[src/design/lsu_pkg.sv]
// shared types for the data-memory subsystem; one transfer in flight, widths fixed at 64-bit data
package lsu_pkg;

    // bus and storage geometry
    localparam int ADDR_W     = 32;
    localparam int DATA_W     = 64;
    localparam int MEM_WORDS  = 256;
    localparam int WORD_IDX_W = 8;
    localparam int LANE_W     = 3;

    // access width, taken from paddr[13:12]
    typedef enum logic [1:0] {
        W8  = 2'd0,
        W16 = 2'd1,
        W32 = 2'd2,
        W64 = 2'd3
    } mem_width_e;

    typedef enum logic [1:0] {
        ST_IDLE = 2'd0,
        ST_WAIT = 2'd1,
        ST_DONE = 2'd2
    } front_state_e;

    // front end to decode
    typedef struct packed {
        logic              valid;
        logic              write;
        logic [ADDR_W-1:0] addr;
        logic [DATA_W-1:0] wdata;
    } mem_req_t;

    // decode to bank, store data already sits in its lanes
    typedef struct packed {
        logic                  valid;
        logic                  write;
        logic                  err;
        mem_width_e            width;
        logic [WORD_IDX_W-1:0] word_idx;
        logic [LANE_W-1:0]     lane;
        logic [DATA_W/8-1:0]   byte_en;
        logic [DATA_W-1:0]     wdata;
    } mem_op_t;

    typedef struct packed {
        logic              valid;
        logic              err;
        mem_width_e        width;
        logic [LANE_W-1:0] lane;
        logic [DATA_W-1:0] word;
    } bank_rsp_t;

    typedef struct packed {
        logic              valid;
        logic              err;
        logic [DATA_W-1:0] rdata;
    } mem_rsp_t;

endpackage

[src/design/apb_mem_front.sv]
// APB slave front end; handles one transfer at a time, pready comes 4 cycles into the access phase
`timescale 1ns/10ps

module apb_mem_front import lsu_pkg::*; (
    input  logic              clk,
    input  logic              arst_n,
    input  logic              psel,
    input  logic              penable,
    input  logic              pwrite,
    input  logic [ADDR_W-1:0] paddr,
    input  logic [DATA_W-1:0] pwdata,
    output logic [DATA_W-1:0] prdata,
    output logic              pready,
    output logic              pslverr,
    output mem_req_t          req,
    input  mem_rsp_t          rsp
);

    front_state_e      state;
    logic [DATA_W-1:0] rdata_q;
    logic              err_q;

    // state machine, request launch and payload capture
    always_ff @(posedge clk or negedge arst_n) begin
        if (!arst_n) begin
            state <= ST_IDLE;
            req   <= '0;
        end else begin
            req.valid <= 1'b0;
            case (state)
                ST_IDLE: begin
                    if (psel && penable) begin
                        req.valid <= 1'b1;
                        req.write <= pwrite;
                        req.addr  <= paddr;
                        req.wdata <= pwdata;
                        state     <= ST_WAIT;
                    end
                end
                ST_WAIT: begin
                    if (rsp.valid) begin
                        state <= ST_DONE;
                    end
                end
                ST_DONE: begin
                    state <= ST_IDLE;
                end
                default: begin
                    state <= ST_IDLE;
                end
            endcase
        end
    end

    // hold the response until the done cycle
    always_ff @(posedge clk or negedge arst_n) begin
        if (!arst_n) begin
            err_q <= 1'b0;
        end else if (state == ST_WAIT && rsp.valid) begin
            err_q <= rsp.err;
        end
    end

    always_ff @(posedge clk) begin
        if (state == ST_WAIT && rsp.valid) begin
            rdata_q <= rsp.rdata;
        end
    end

    assign pready  = (state == ST_DONE);
    assign pslverr = pready & err_q;
    assign prdata  = rdata_q;

    a_pready_in_access: assert property (@(posedge clk) disable iff (!arst_n)
        pready |-> psel && penable);

    // the pipeline only answers a launched request
    a_rsp_in_wait: assert property (@(posedge clk) disable iff (!arst_n)
        rsp.valid |-> state == ST_WAIT);

endmodule

[config.mk]
export PLATFORM = sky130hd
export DESIGN_NAME = apb_mem_front
export DESIGN_NICKNAME = d
export VERILOG_FILES = /design/src/design/lsu_pkg.sv /design/src/design/apb_mem_front.sv
export SDC_FILE = /design/constraint.sdc
export NUM_CORES = 1
export LEC_CHECK = 0
export BUFFER_PORTS_ARGS = -buffer_cell sky130_fd_sc_hd__buf_4
export CORE_AREA = 2 2 128 130
export DETAILED_ROUTE_END_ITERATION = 16
export DIE_AREA = 0 0 130 132
export GPL_ROUTABILITY_DRIVEN = 0
export PLACE_DENSITY = 0.76
export SKIP_LAST_GASP = 1
export SLEW_MARGIN = 20
export SYNTH_ARGS = -nofsm -noshare
export SYNTH_HDL_FRONTEND = slang
export SYNTH_SLANG_ARGS = --single-unit
export TNS_END_PERCENT = 30
[constraint.sdc]
create_clock -name clk -period 3.1 [get_ports clk]
set_clock_uncertainty 0.15 [all_clocks]
set_input_delay 0.155 -clock clk [delete_from_list [all_inputs] [get_ports clk]]
set_output_delay 0.155 -clock clk [all_outputs]
set_load 0.03 [all_outputs]
==> metrics <==
utilization after layout 68.3%; final setup violating endpoints 0; max-slew violation count 0; number of global-route vias before repair 5285; total track usage 22.9%; Core Box Area 15700 um2; reg-to-reg slack, setup 1110 ps; M2 GR Usage 41.5%; crit end category flop; post-synthesis instance area 5710 um2; largest cells by area after synthesis dfrtp_1 (44%), edfxtp_1 (34%), mux2_2 (16%); Syn Area/Cell 20.3 um2; R2R depth 3; leak pwr 4.78 nW; Max Cap Viol 0; GRT overflow 0; post-route ant nets 0; met3 Usage GRT 7.63%; status finished, final reports clean; setup bufs post-CTS 0; io pins 331; wire per inst 19.2 um; Least-Margin Pin Slew 740 ps; Slew Limit Headroom 50.7%; Final Cycle Share 64.1%; crit-path cells nor4bb_4, buf_12, mux2_2; Tot Pwr 0.00737 W; Initial Util 36.4%; Yosys top cell area share 44.2%; htree depth 4; Die Area 17200 um2; most congested layer reported by global routing met2; DR pass1 iterations 4; initial antenna violation count 10; DR vias/cell 4.55; worst hold path class input pin to asynchronous set/reset pin; Cells after Synth 282; initial DRC count 168; Yosys reg bits 165; Reg-to-Reg End req[26]; Setup TNS Final 0 ps; non-filler cells, final 1028; vias after detailed routing 4675; Post-Route WL 19800 um; commonest non-fill, non-tap cell in the layout buf_4; Std-Cell Rows 46; reg-to-reg startpoint state[0]; fmax 503 MHz; Netlist cell types 14; Clk pin slew, worst setup/hold paths 70 ps; Worst setup SP type flop; Die X 130 um; most frequent cells in the layout buf_4 (332), dlygate4sd3_1 (166), dfrtp_1 (101); Layout Nets 958; met1 track demand over resource 23.3%; DRC violations left 0; Worst VDD drop 429 uV; critical path class flop to flop; Worst path max stage delay 450 ps; Skew-Pair Late Insertion Delay 410 ps; sequential cell area fraction in the yosys report 77.9%; endpoints failing hold 0; Area Growth Syn to Fin 87.9%; DIE HEIGHT 132 um; first-pass GRT wire length 29300 um; Yosys warnings 0; Max FO, Critical Path 86; # port buffers 330; TritonCTS clock tree done; Min Clock Period, post-route 1990 ps; PwrDens 686 nW/um2; total CTS buffers 17; CP arrival 2130 ps; largest net degree at the start of global routing 87; CTS Buffer Depth 2; post-DP HPWL 12000 um; clk sinks 165; slowest CP cell dfrtp_1; area leader, netlist dfrtp_1; Crit path required time 3250 ps; syn nets 449; CTS root buffer clkbuf_16; hold_ws 167 ps; layout cells sized above 1 55.6%; RSZ-0062 raised after global routing false; placed cells 822
## cell families (layout without fill, tap and decap cells)
kind of cell	count (synthesis)	after routing	synth area share (%)
flip-flops	165	165	77.9
AO/OA/AOI/OAI	1	1	0.0875
other	0	8	0
AND/OR/NAND/NOR	7	7	0.942
multiplexers	98	98	19.3
buffers and inverters	11	533	1.77
## cell usage after synthesis
master,count
a21oi_1,1
and2_1,1
and3b_1,2
buf_4,8
buf_6,1
buf_8,2
dfrtp_1,101
edfxtp_1,64
mux2_1,19
mux2_2,79
nand2b_1,1
nand3b_1,1
nor2b_1,1
nor4bb_1,1
## state kept, by name, summed over array words and instances (netlist names)
name and flops:
req 98, prdata 64, state 2, err_q 1
## how the worst max path moves through the flow
stage / startpoint / endpoint / slack, ps / cells after the start
after detailed placement: state[0] / req[21] / 1120 / 3
after CTS: state[0] / req[21] / 1130 / 3
after global routing: state[0] / prdata[27] / 1050 / 2
final: state[0] / req[26] / 1110 / 3
after global placement: state[1] / prdata[40] / 1210 / 2
after floorplan: state[1] / err_q / 350 / 2
## per-layer routing
layer	up-vias	routed length [um]
li1	2067	-
met1	2284	6770
met2	257	10600
met3	63	1650
met4	4	758
met5	-	27
## power breakdown
group / internal, W / switching, W
Combinational: 0.00104 / 0.00128
Clock: 0.00121 / 0.000926
Sequential: 0.00268 / 0.000224
## timing repair
| action | CTS | global route |
|---|---|---|
| gates resized for setup | 0 | 0 |
| hold buffers | 166 | 0 |
| hold endpoints to repair | 208 | 0 |
## final cells by class
cell class                      count  area, um2
Fill cell                         998       4980
Sequential cell                   165       4450
Timing Repair Buffer              501       4220
Multi-Input combinational cell    106       1180
Clock buffer                       18        429
Tap cell                          216        270
Clock inverter                     14        164
Antenna cell                        8       20.0
## worst max-delay path, delay by kind of cell, from the launching register on
| family | cells | cell delay (ps) |
|---|---|---|
| buffers and inverters | 1 | 430 |
| flip-flops | 1 | 450 |
| AND/OR/NAND/NOR | 1 | 390 |
| multiplexers | 1 | 400 |
## stage by stage
step / worst slack (ps) / area, um2
floorplan: 348 / 5710
global placement: 1210 / 8430
detailed placement: 1120 / 8460
CTS: 1130 / 10700
global route: 1050 / 10700
finish: 1110 / 10700
Note: power is estimated with default switching activity, not from simulation.
