### config.mk
export PLATFORM = sky130hd
export DESIGN_NAME = load_extract
export DESIGN_NICKNAME = d
export VERILOG_FILES = /design/src/design/lsu_pkg.sv /design/src/design/load_extract.sv
export SDC_FILE = /design/constraint.sdc
export NUM_CORES = 1
export LEC_CHECK = 0
export CAP_MARGIN = 5
export CORE_MARGIN = 1.5
export CORE_UTILIZATION = 38
export CTS_BUF_LIST = sky130_fd_sc_hd__clkbuf_16
export CTS_CLUSTER_SIZE = 24
export DETAILED_ROUTE_END_ITERATION = 8
export DONT_BUFFER_PORTS = 1
export GPL_TIMING_DRIVEN = 0
export SYNTH_ARGS = -nofsm -noshare
export SYNTH_HDL_FRONTEND = slang
export SYNTH_SLANG_ARGS = --single-unit
export TNS_END_PERCENT = 1
### constraint.sdc
create_clock -name clk -period 0.8 [get_ports clk]
set_input_delay 0.2 -clock clk [delete_from_list [all_inputs] [get_ports clk]]
set_output_delay 0.2 -clock clk [all_outputs]
set_load 0.01 [all_outputs]
### src/design/lsu_pkg.sv
// shared types for the data-memory subsystem; one transfer in flight, widths fixed at 64-bit data
package lsu_pkg;

    // bus and storage geometry
    localparam int ADDR_W     = 32;
    localparam int DATA_W     = 64;
    localparam int MEM_WORDS  = 256;
    localparam int WORD_IDX_W = 8;
    localparam int LANE_W     = 3;

    // access width, taken from paddr[13:12]
    typedef enum logic [1:0] {
        W8  = 2'd0,
        W16 = 2'd1,
        W32 = 2'd2,
        W64 = 2'd3
    } mem_width_e;

    typedef enum logic [1:0] {
        ST_IDLE = 2'd0,
        ST_WAIT = 2'd1,
        ST_DONE = 2'd2
    } front_state_e;

    // front end to decode
    typedef struct packed {
        logic              valid;
        logic              write;
        logic [ADDR_W-1:0] addr;
        logic [DATA_W-1:0] wdata;
    } mem_req_t;

    // decode to bank, store data already sits in its lanes
    typedef struct packed {
        logic                  valid;
        logic                  write;
        logic                  err;
        mem_width_e            width;
        logic [WORD_IDX_W-1:0] word_idx;
        logic [LANE_W-1:0]     lane;
        logic [DATA_W/8-1:0]   byte_en;
        logic [DATA_W-1:0]     wdata;
    } mem_op_t;

    typedef struct packed {
        logic              valid;
        logic              err;
        mem_width_e        width;
        logic [LANE_W-1:0] lane;
        logic [DATA_W-1:0] word;
    } bank_rsp_t;

    typedef struct packed {
        logic              valid;
        logic              err;
        logic [DATA_W-1:0] rdata;
    } mem_rsp_t;

endpackage

### src/design/load_extract.sv
// load extract stage; results are zero-extended, no sign extension
`timescale 1ns/10ps

module load_extract import lsu_pkg::*; (
    input  logic      clk,
    input  logic      arst_n,
    input  bank_rsp_t bank,
    output mem_rsp_t  rsp
);

    logic [DATA_W-1:0] shifted;
    logic [DATA_W-1:0] masked;

    // bring the addressed lane down to byte 0
    assign shifted = bank.word >> {bank.lane, 3'b000};

    always_comb begin
        case (bank.width)
            W8: begin
                masked = {{(DATA_W-8){1'b0}}, shifted[7:0]};
            end
            W16: begin
                masked = {{(DATA_W-16){1'b0}}, shifted[15:0]};
            end
            W32: begin
                masked = {{(DATA_W-32){1'b0}}, shifted[31:0]};
            end
            default: begin
                masked = shifted;
            end
        endcase
    end

    // erroring access reads back as zero
    always_ff @(posedge clk or negedge arst_n) begin
        if (!arst_n) begin
            rsp <= '0;
        end else begin
            rsp.valid <= bank.valid;
            if (bank.valid) begin
                rsp.err   <= bank.err;
                rsp.rdata <= bank.err ? '0 : masked;
            end
        end
    end

endmodule

==> qor.csv <==
metric,value,unit
CTS Buf Count,9,
Root Buffer,clkbuf_16,
post-synth cell types,29,
clock period minus worst slack,1020,ps
vias in the first global route,3502,
drc violations,0,
Critical Path Source Type,input pin,
Worst-Skew Late Latency,340,ps
row count,37,
Slew HR,0.612,
final setup margin,-219,ps
static leakage,2.20,nW
final core utilization,0.515,
total power,10.3,mW
routed len/inst,30.7,microns
initial antenna violation count,2,
Post-Layout Cell Count,517,
Mapped Nets,423,
Reg power frac,0.360,
GRT Total Usage,0.282,
Worst Hold Class,in2async,
Die Height,106,microns
cts hold-fix bufs,10,
Iteration-0 DRC Markers,326,
clock network power share,0.459,
share of cells above drive strength 1,0.387,
CP Max Fanout,11,
Synth Instances,350,
global-route wire length before repair,22800,microns
Gate power share,0.181,
final setup violation count,131,
post-DP HPWL,11300,microns
CTS tree,built,
pwr dens,1940,nW/um^2
core area,10300,sq um
RSZ-0062 raised after global routing,true,
die width,106,microns
Worst Max-Slew Pin Slew,582,ps
worst clock skew,0,ps
register area share after synthesis,0.409,
violated checks,"hold timing, setup timing",
"commonest non-fill, non-tap cell in the layout",dfrtp_1,
total placed cells including tap cells,486,
Min Hold Slack,-458,ps
Clock H-tree levels,3,
Worst Path Required,1030,ps
Final GP Congestion,0.969,
"antenna viol nets, final",0,
clock sinks,66,
Layout area overhead,31.7,%
final wirelength,15900,microns
dpl ws,-851,ps
"Warnings, synthesis",0,
worst vdd ir,0.000938,V
most frequent cells in the layout,"dfrtp_1, nand2_1, mux2_2",
detailed-route via count,3365,
clk buf depth,2,
die area,11200,sq um
Critical Path Sink Type,flop,
Seq cells post-synth,66,
Switch Pwr,2.79,mW
switching portion of total power,0.271,
outcome,"finished, violations left",
routed vias/inst,6.51,
P_int,7.51,mW
Initial DRT Pass Iterations,7,
Mapped Area,4030,sq um
Final Max Tran Viols,0,
pin count of the biggest net entering global routing,67,
period utilization,1.27,
crit path DAT,1250,ps
IO Port Bufs,0,
critical path class,in2reg,
final hold violation count,66,
initial core utilization,0.391,
syn avg cell area,11.5,sq um
Fmax,0.982,GHz
clock-pin slew on the worst setup and hold paths,70,ps
num ports,139,
# Max-Cap Violations,0,
number of flip-flops in the largest register,66,
fin nets,448,
Reg with most FFs,rsp,
top flop regs,rsp: 66 flops,
grt total ovfl,0,
==> worst paths after layout <==
path	from	end	slack (ps)	cells after the start
worst min register to register	rsp[44]	rsp[44]	560	1
worst min-delay path	arst_n	rsp[60]	-460	0
min in group clk	bank[58]	rsp[26]	50	2
worst max-delay path	bank[65]	rsp[15]	-220	5
worst max register to register	rsp[64]	rsp[64]	-20	1
max in group asynchronous	arst_n	rsp[13]	1120	0
==> timing repair <==
item,4_1_cts,5_1_grt
pin swaps,13,9
hold endpoints to repair,76,66
cloned,2,0
resized for setup,110,20
endpoints found under the setup margin,131,131
buffers inserted,3,0
==> power by group through the flow <==
| stage | Sequential, mW | Combinational, mW | Clock, mW |
|---|---|---|---|
| floorplan | 3.72 | 1.00 | 0 |
| global placement | 3.76 | 1.32 | 0 |
| detailed placement | 3.77 | 1.32 | 0 |
| CTS | 3.71 | 1.74 | 4.78 |
| global route | 3.72 | 1.94 | 4.90 |
| finish | 3.71 | 1.86 | 4.73 |
==> layout make-up <==
cell class                      instances  area [sq um]
Antenna cell                            1          2.50
Clock inverter                          7           125
Timing Repair Buffer                   15           178
Buffer                                 34           399
Fill cell                             851          5010
Clock buffer                            9           225
Tap cell                              136           170
Multi-Input combinational cell        231          2490
Sequential cell                        66          1650
Inverter                               18          67.6
==> per-stage QoR <==
step / hold WS (ps) / instance area [sq um] / setup TNS [ps]
4_1_cts: -462 / 5190 / -17850
2_1_floorplan: -95.6 / 4040 / -23990
5_1_grt: -471 / 5310 / -21220
3_5_place_dp: -94.3 / 4210 / -40320
6_report: -458 / 5310 / -18100
3_3_place_gp: -93.6 / 4210 / -40070
==> synthesized netlist by cell type <==
cell | count | area share
or3_1 | 2 | 0.0031
nor2_1 | 11 | 0.010
nand2b_1 | 3 | 0.0047
nor4_4 | 1 | 0.0053
o2bb2ai_1 | 24 | 0.052
nand4b_1 | 1 | 0.0022
nand4bb_1 | 1 | 0.0028
nand2_1 | 24 | 0.022
buf_6 | 7 | 0.020
o221ai_1 | 24 | 0.052
or2_2 | 1 | 0.0016
o22ai_1 | 8 | 0.012
a22o_1 | 8 | 0.017
a2bb2oi_1 | 8 | 0.017
mux2_2 | 33 | 0.092
nand2_2 | 1 | 0.0016
dfrtp_1 | 66 | 0.41
clkbuf_1 | 6 | 0.0056
or2_1 | 1 | 0.0016
o32ai_1 | 8 | 0.017
o22a_1 | 8 | 0.017
inv_1 | 18 | 0.017
buf_4 | 9 | 0.017
buf_2 | 8 | 0.0099
a32o_1 | 8 | 0.020
clkbuf_2 | 1 | 0.0012
buf_1 | 4 | 0.0037
mux2i_1 | 48 | 0.12
mux4_2 | 8 | 0.045
==> metal layers <==
| layer | vias to the layer above | global-route usage | routed length (microns) |
|---|---|---|---|
| met1 | 1682 | 0.344 | 6100 |
| met3 | 36 | 0.143 | 2060 |
| met4 | 2 | 0.0917 | 448 |
| met2 | 224 | 0.434 | 7240 |
| met5 | - | 0 | 12 |
| li1 | 1421 | - | - |
==> critical path, cell delays in order <==
cell and delay [ps]:
buf_16 130, buf_12 170, mux2i_2 280, o221ai_2 160
a32o_1 290
==> kinds of logic after synthesis <==
family | share of synthesized area
compound gates | 0.206
mux | 0.256
flops | 0.409
buf+inv | 0.0735
simple gates | 0.0552
(Power assumes the default switching activity.)
