==> src/design/lsu_pkg.sv <==
// shared types for the data-memory subsystem; one transfer in flight, widths fixed at 64-bit data
package lsu_pkg;

    // bus and storage geometry
    localparam int ADDR_W     = 32;
    localparam int DATA_W     = 64;
    localparam int MEM_WORDS  = 256;
    localparam int WORD_IDX_W = 8;
    localparam int LANE_W     = 3;

    // access width, taken from paddr[13:12]
    typedef enum logic [1:0] {
        W8  = 2'd0,
        W16 = 2'd1,
        W32 = 2'd2,
        W64 = 2'd3
    } mem_width_e;

    typedef enum logic [1:0] {
        ST_IDLE = 2'd0,
        ST_WAIT = 2'd1,
        ST_DONE = 2'd2
    } front_state_e;

    // front end to decode
    typedef struct packed {
        logic              valid;
        logic              write;
        logic [ADDR_W-1:0] addr;
        logic [DATA_W-1:0] wdata;
    } mem_req_t;

    // decode to bank, store data already sits in its lanes
    typedef struct packed {
        logic                  valid;
        logic                  write;
        logic                  err;
        mem_width_e            width;
        logic [WORD_IDX_W-1:0] word_idx;
        logic [LANE_W-1:0]     lane;
        logic [DATA_W/8-1:0]   byte_en;
        logic [DATA_W-1:0]     wdata;
    } mem_op_t;

    typedef struct packed {
        logic              valid;
        logic              err;
        mem_width_e        width;
        logic [LANE_W-1:0] lane;
        logic [DATA_W-1:0] word;
    } bank_rsp_t;

    typedef struct packed {
        logic              valid;
        logic              err;
        logic [DATA_W-1:0] rdata;
    } mem_rsp_t;

endpackage

==> src/design/mem_access_decode.sv <==
// decode stage; width comes from addr[13:12], addr[11] and addr[31:14] are ignored and alias
`timescale 1ns/10ps

module mem_access_decode import lsu_pkg::*; (
    input  logic     clk,
    input  logic     arst_n,
    input  mem_req_t req,
    output mem_op_t  op
);

    mem_width_e            width;
    logic [WORD_IDX_W-1:0] word_idx;
    logic [LANE_W-1:0]     lane;
    logic                  err;
    logic [DATA_W/8-1:0]   base_en;
    logic [DATA_W/8-1:0]   byte_en;
    logic [DATA_W-1:0]     wdata_sh;

    assign width    = mem_width_e'(req.addr[13:12]);
    assign word_idx = req.addr[WORD_IDX_W+LANE_W-1:LANE_W];
    assign lane     = req.addr[LANE_W-1:0];

    // alignment check and lane mask per width
    always_comb begin
        case (width)
            W8: begin
                err     = 1'b0;
                base_en = 8'h01;
            end
            W16: begin
                err     = lane[0];
                base_en = 8'h03;
            end
            W32: begin
                err     = |lane[1:0];
                base_en = 8'h0f;
            end
            default: begin
                err     = |lane;
                base_en = 8'hff;
            end
        endcase
    end

    // no lanes on a read or a misaligned access
    assign byte_en  = (req.write && !err) ? (base_en << lane) : '0;
    assign wdata_sh = req.wdata << {lane, 3'b000};

    always_ff @(posedge clk or negedge arst_n) begin
        if (!arst_n) begin
            op <= '0;
        end else begin
            op.valid <= req.valid;
            if (req.valid) begin
                op.write    <= req.write;
                op.err      <= err;
                op.width    <= width;
                op.word_idx <= word_idx;
                op.lane     <= lane;
                op.byte_en  <= byte_en;
                op.wdata    <= wdata_sh;
            end
        end
    end

    // an aligned store keeps all of its lanes inside the word
    a_write_has_lanes: assert property (@(posedge clk) disable iff (!arst_n)
        op.valid && op.write && !op.err |-> $countones(op.byte_en) == (1 << op.width));

endmodule

==> config.mk <==
export PLATFORM = sky130hd
export DESIGN_NAME = mem_access_decode
export DESIGN_NICKNAME = d
export VERILOG_FILES = /design/src/design/lsu_pkg.sv /design/src/design/mem_access_decode.sv
export SDC_FILE = /design/constraint.sdc
export NUM_CORES = 1
export LEC_CHECK = 0
export BUFFER_PORTS_ARGS = -buffer_cell sky130_fd_sc_hd__clkbuf_2
export CELL_PAD_IN_SITES_DETAIL_PLACEMENT = 1
export CELL_PAD_IN_SITES_GLOBAL_PLACEMENT = 1
export CORE_ASPECT_RATIO = 1.1
export CORE_MARGIN = 2
export CORE_UTILIZATION = 40
export DETAILED_ROUTE_END_ITERATION = 10
export PLACE_DENSITY_LB_ADDON = 0.1
export SKIP_CTS_REPAIR_TIMING = 1
export SLEW_MARGIN = 15
export SYNTH_ARGS = -nofsm -noshare
export SYNTH_HDL_FRONTEND = slang
export SYNTH_SLANG_ARGS = --single-unit
==> constraint.sdc <==
create_clock -name clk -period 1.71 [get_ports clk]
set_clock_uncertainty 0.1 [all_clocks]
set_input_delay 0 -clock clk [delete_from_list [all_inputs] [get_ports clk]]
set_output_delay 0 -clock clk [all_outputs]
set_load 0.02 [all_outputs]
==> impl_results.md, run 1 <==
- Num CTS Buffers: 9
- Reg2reg path depth: 1
- HPWL after DPL: between 10 and 15 mm
- Mapped Area: 5010 um^2
- WHS: -3.40 ps
- Synth Warn #: 0
- Max-cap violations: 0
- Period utilization: around nine tenths
- GR peak layer: met2
- Max Root-Sink Buffers: 2
- I/O pin cnt: 188
- Num rows: between 40 and 50
- Initial Util: 41.3%
- Initial DRC count: between 200 and 250
- Setup crit start kind: input port
- Post-synth net total: slightly below 600
- Setup crit end kind: flip-flop
- Total gr overflow: 0
- Slew HR: 64.3%
- Die H: 121 um
- Inst Count DP: a little under 800
- Mapped Cells: 486
- Critical-path maximum fanout: 9
- Share of layout cells above drive strength 1: between 30 and 40%
- Routability cong.: 0.892
- Synth-to-layout area growth: 30.1%
- Max Fclk: 0.646 GHz
- Worst Setup Path Type: input port to flip-flop
- Failing checks: hold timing
- Worst-skew pair later-pin latency: about 340 ps
- Via count: 4,534
- Layout net count: 767
- Diode count: 0
- DR vias/cell: 5.49
- Fin. Hold Viols: 3
- Final Non-Filler Cells: between 800 and 900
- Status: finished, violations left
- R2R Path End: op[7]$_DFFE_PN0P_
- Die area: around 13,000 um^2
- Setup repair after global routing missed its margin: no
- Worst min-delay path class: input port to async pin
- Initial antenna violation count: 0
- H-tree depth: 3
- Final period demand of the worst path: 1550 ps
- Synthesized flop and latch total: 88
- First-pass GRT wire length: 26.1 mm
- Critical Path RT: between 1500 and 2000 ps
- Setup-failing EPs final: 0
- Top reg by flops: op
- FF-to-FF setup slack: 850 ps
- Maximum vdd drop: 0.468 mV
- Max FFs per register: 88
- Register area share after synthesis: a little over two fifths
- Total length of routed wires: about 16 mm
- R2r startpoint: op[7]$_DFFE_PN0P_
- GRT met2 Usage: 37.3%
- CP arrival: between 1500 and 2000 ps
- Die width: 111 um
- Syn Area/Cell: 10.3 um^2
- Core outline area: 12,100 um^2
- CTS Root Cell: clkbuf_16
- Clock sinks: 88
- Largest net degree at the start of global routing: 47
- Vias in the first global route: 4,657
- Routed len/inst: 19.9 um
- Synth unique cells: 45
- Met1 layer usage reported by global route: 36.1%
- Final antenna-violating net count: 0
- Slew Limit Fails: 0
- Leak pwr: 3.19 nW
- Drt first pass iters: 4
- Final setup TNS: 0 ps
- Biggest regs: op: 88 flops
- Total Routing Usage GR: 24.8%
- CTS tree: built
- GR Util met3: 4.75%
- Port buffer count: 168
- Slew @ Worst Pin: ~540 ps
- Pwr Density: roughly 900 nW/um^2
- Worst-path clk slew: 70 ps
- Residual DRC: 0
[cells in the mapped netlist, drive strengths merged]
master / instances / area, um^2
a211oi: 3 / 22.5
a21o: 2 / 15.0
a21oi: 18 / 93.8
a221oi: 9 / 78.8
a22o: 18 / 158
a22oi: 14 / 105
a2bb2oi: 2 / 17.5
a31oi: 8 / 50.1
a32o: 1 / 10.0
and2b: 1 / 7.51
buf: 29 / 226
clkbuf: 13 / 50.0
clkinv: 1 / 3.75
dfrtp: 88 / 2200
inv: 18 / 67.6
mux2: 31 / 353
mux2i: 55 / 551
nand2: 30 / 115
nand2b: 2 / 12.5
nand3b: 1 / 7.51
nor2: 52 / 200
nor2b: 18 / 113
nor3: 2 / 32.5
o2111ai: 15 / 131
o21a: 1 / 7.51
o21ai: 25 / 125
o22ai: 1 / 6.26
o2bb2ai: 20 / 175
o31ai: 1 / 7.51
o32a: 1 / 10.0
o32ai: 1 / 8.76
o41ai: 1 / 16.3
or2: 1 / 6.26
xor2: 3 / 26.3
[metrics by stage]
stage | hold WS [ps] | setup slack (ps) | utilization (%) | total power [W] | cell area (um^2)
finish | -3.40 | 162 | 53.7 | 0.00589 | 6520
global route | 24.4 | 64.7 | 53.7 | 0.00615 | 6520
CTS | -535 | 500 | 52.1 | 0.00590 | 6330
detailed placement | -160 | 142 | 49.5 | 0.00382 | 6010
global placement | -174 | 204 | 49.5 | 0.00378 | 6010
floorplan | -396 | 558 | - | 0.00325 | 5010
[per-layer routing]
metal | up-vias | routed length (um) | share of wire, %
met3 | 13 | 913 | 5.5
met5 | - | 0 | 0
li1 | 2140 | - | -
met4 | 0 | 214 | 1.3
met2 | 146 | 7440 | 45
met1 | 2235 | 7890 | 48
[kinds of logic (layout without fill, tap and decap cells)]
family | after synthesis | after routing | share of synthesized area [%]
mux | 86 | 86 | 18.0
simple gates | 107 | 107 | 9.86
compound gates | 141 | 141 | 20.7
buf+inv | 61 | 247 | 6.94
flops | 88 | 88 | 43.9
xor+xnor | 3 | 3 | 0.524
[where the power goes]
group / internal (W) / leakage, nW / switching [W]
registers: 0.00227 / 1.10 / 0.000114
clock network: 0.00122 / 0.156 / 0.000854
logic: 0.000555 / 1.93 / 0.000877
[area by class of cell]
type	count	area, um^2
clock inverters	5	65.1
repair buffers	212	1270
inverters	19	71.3
clock buffers	11	253
fillers	1431	5620
flip-flops and latches	88	2200
well taps	154	193
multi-input cells	337	2460
[worst max-delay path, cell delays in order]
cell and delay, ps:
dlygate4sd3_1 520, clkbuf_2 240, nand2b_1 260, nor2_2 410, o31ai_1 140, o2bb2ai_1 140
[worst max path at each step]
stage | from | endpoint | slack [ps] | cells after the start
after detailed placement | req[64] | op[42]$_DFFE_PN0P_ | 140 | 5
after CTS | req[64] | op[42]$_DFFE_PN0P_ | 500 | 5
after global routing | req[97] | op[65]$_DFFE_PN0P_ | 60 | 6
after global placement | req[64] | op[42]$_DFFE_PN0P_ | 200 | 5
after floorplan | req[65] | op[61]$_DFFE_PN0P_ | 560 | 6
final | req[97] | op[65]$_DFFE_PN0P_ | 160 | 6
[cell usage in the layout (no fill, tap or decap), types with 17 or more instances in the layout]
master	instances
nor2b_1	18
buf_4	23
dfrtp_1	88
nand2_1	29
dlygate4sd3_1	19
inv_1	18
mux2i_1	55
clkbuf_2	166
a22o_1	18
o21ai_0	22
nor2_1	50
o2bb2ai_1	20
mux2_2	30
a21oi_1	17
Power figures use the tool's default switching activity.
==> run 2, diff against run 1 <==
Clock period 1.71 ns to 1.8 ns, I/O delays scaled along.
==> run 2 against run 1 <==
  * The flow still finishes with violations (hold timing)
  * Utilization increased by 0.052 points
  * Sequential power fell by 5%
  * Via count fell by 0.24%
  * Non-clock buffer count is 5 lower
  * Critical path depth is the same
  * Register-to-register slack better by 90 ps
  * Final area barely moved
  * Die area unchanged
  * Hold slack worse by 1.5 ps
  * Sequential share of layout area about the same
  * Power shrank 2.4%
  * Global-route usage decreased by 0.49 points
  * Highest routed layer unchanged
==> impl_results.md, run 2 (same netlist as run 1, synthesis figures left out) <==
- CP max stage cell: dlygate4sd3_1 (unchanged)
- Final period demand of the worst path: 1650 ps
- Setup repair after global routing missed its margin: no (unchanged)
- Final setup TNS: 0 ps (unchanged)
- Total length of routed wires: 16.4 mm (was 16.5 mm)
- Die area: 13,400 um^2 (unchanged)
- Most frequent cells in the layout: 166 x clkbuf_2, 88 x dfrtp_1, 55 x mux2i_1 (unchanged)
- CP peak stage delay: 530 ps (was 520 ps)
- CP arrival: 1770 ps (was 1720 ps)
- Max FFs per register: 88 (unchanged)
- Residual DRC: 0 (unchanged)
- Drt first pass iters: 4 (unchanged)
- Max Fclk: between 0.6 and 0.7 GHz
- Die H: 121 um (unchanged)
- Initial antenna violation count: 0 (unchanged)
- DR vias/cell: 5.51 (was 5.49)
- Critical Path RT: 1910 ps (was 1890 ps)
- Final antenna-violating net count: 0 (unchanged)
- WHS: -4.94 ps (was -3.40 ps)
- Critical path's top delay family: buffers and inverters (unchanged)
- Clock sinks: 88 (unchanged)
- Vias in the first global route: 4,559 (was 4,657)
- Leak pwr: 3.19 nW (about the same)
- Maximum vdd drop: 0.513 mV (was 0.468 mV)
- Initial Util: 41.3% (unchanged)
- Setup crit start kind: input port (unchanged)
- Slew Limit Fails: 0 (unchanged)
- Hold Crit Start: req[10]
- Initial DRC count: 157 (was 201)
- Routed len/inst: 20.0 um (was 19.9 um)
- Period utilization: 91.7%
- FF-to-FF setup slack: 940 ps (was 850 ps)
- Final Worst Setup Slack: 149 ps (was 162 ps)
- I/O pin cnt: 188 (unchanged)
- Core outline area: 12,100 um^2 (unchanged)
- Max-cap violations: 0 (unchanged)
- Routability cong.: 0.898 (was 0.892)
- Worst min-delay path class: input port to flip-flop (was input port to async pin)
- Setup crit end kind: flip-flop (unchanged)
- Commonest non-fill, non-tap cell in the layout: clkbuf_2 (unchanged)
- Largest net degree at the start of global routing: 48 (was 47)
- Synth-to-layout area growth: 30.2% (was 30.1%)
- CTS tree: built (unchanged)
- Max Root-Sink Buffers: 2 (unchanged)
- Fin. Hold Viols: 1 (was 3)
- Critical-path maximum fanout: 34 (was 9)
- Pre-CTS setup slack: 188 ps (was 142 ps)
- Total Routing Usage GR: 24.3% (was 24.8%)
- Worst-skew pair later-pin latency: 340 ps (about the same)
- Reg2reg path depth: 1 (unchanged)
- R2r startpoint: op[76]$_DFFE_PN0P_ (was op[7]$_DFFE_PN0P_)
- Die width: 111 um (unchanged)
- Critical path buffers and inverters: 4 (was 2)
- Cells on Worst Hold Path: 3
- Setup-failing EPs final: 0 (unchanged)
- Slew @ Worst Pin: 640 ps (was 536 ps)
- Fill cells: 1,416 (was 1,431)
- Layout net count: 762 (was 767)
- Slew HR: 57.4% (was 64.3%)
- First-pass GRT wire length: 25.5 mm (was 26.1 mm)
- Via count: 4,523 (was 4,534)
- Worst-path clk slew: 60 ps (was 70 ps)
- CTS Root Cell: clkbuf_16 (unchanged)
- Diode count: 0 (unchanged)
- Status: finished, violations left (unchanged)
- Share of layout cells above drive strength 1: 36.3% (was 36.9%)
- Total gr overflow: 0 (unchanged)
- Failing checks: hold timing (unchanged)
- Num rows: 42 (unchanged)
- Worst Setup Path Type: input port to flip-flop (unchanged)
- H-tree depth: 3 (unchanged)
- Top reg by flops: op (unchanged)
- Pwr Density: 882 nW/um^2 (was 904 nW/um^2)
- Num CTS Buffers: 9 (unchanged)
- Hold Crit Endpoint: op[10]$_DFFE_PN0P_
- CP Cell Sequence: dlygate4sd3_1 > clkbuf_2 > inv_1 > buf_12 > a221oi_1 > nor2_1 (was dlygate4sd3_1 > clkbuf_2 > nand2b_1 > nor2_2 > o31ai_1 > o2bb2ai_1)
- Biggest regs: op: 88 flops (unchanged)
- R2R Path End: op[76]$_DFFE_PN0P_ (was op[7]$_DFFE_PN0P_)
- HPWL after DPL: 12.2 mm (was 12.5 mm)
- Port buffer count: 168 (unchanged)
-- run 2: changes by cell type in the layout (fill, tap and decap cells not counted), sizes merged --
| cell | before | now |
|---|---|---|
| clkinv | 5 | 3 |
| clkinvlp | 0 | 1 |
| buf | 27 | 22 |
| bufinv | 1 | 3 |
| clkbuf | 177 | 176 |
-- run 2: worst max path at each step --
stage                     slack (ps)  cells after the start     from                 end
after floorplan                  650                      6  req[65]  op[61]$_DFFE_PN0P_
after global placement           200                      5  req[64]  op[56]$_DFFE_PN0P_
after CTS                        550                      5  req[64]  op[40]$_DFFE_PN0P_
final                            150                      6  req[97]  op[40]$_DFFE_PN0P_
after global routing              50                      7  req[97]  op[65]$_DFFE_PN0P_
after detailed placement         190                      5  req[64]  op[50]$_DFFE_PN0P_
-- run 2: stage by stage --
| step | utilization (%) | cells | power, W | instance area, um^2 | hold slack, ps |
|---|---|---|---|---|---|
| after floorplan | - | 486 | 0.00309 | 5010 | -396 |
| after global placement | 49.4 | 786 | 0.00359 | 6000 | -43.1 |
| after detailed placement | 49.4 | 786 | 0.00362 | 6000 | -36.6 |
| after CTS | 52.2 | 802 | 0.00576 | 6340 | -405 |
| after global routing | 53.8 | 821 | 0.00602 | 6530 | 21.8 |
| final | 53.8 | 821 | 0.00575 | 6530 | -4.94 |
-- run 2: area by class of cell --
cell class                 count  area [um^2]  share of cell area (%)
multi-input combinational    337         2460                    37.7
sequential                    88         2200                    33.7
timing repair buffer         207         1260                    19.3
clock buffer                  10          229                    3.51
tap                          154          193                    2.95
clock inverter                 6          108                    1.65
inverter                      19         71.3                    1.09
-- run 2: tightest hold or removal path, cell delays in order --
cell and delay [ps]:
clkbuf_2 120, mux2_2 170, a22o_1 110
-- run 2: metal layers --
| layer | global-route usage (%) | share of wire (%) | up-vias |
|---|---|---|---|
| met5 | 0 | 0 | - |
| met4 | 5.94 | 1.5 | 0 |
| met3 | 5.09 | 5.1 | 17 |
| met2 | 36.3 | 44 | 143 |
| met1 | 36.0 | 49 | 2234 |
| li1 | - | - | 2129 |
-- run 2: power breakdown --
part           leakage [nW]  internal [W]  switching, W
clock                 0.162       0.00135      0.000776
sequential             1.10       0.00216      0.000110
combinational          1.92      0.000525      0.000835
total                  3.19       0.00403       0.00172
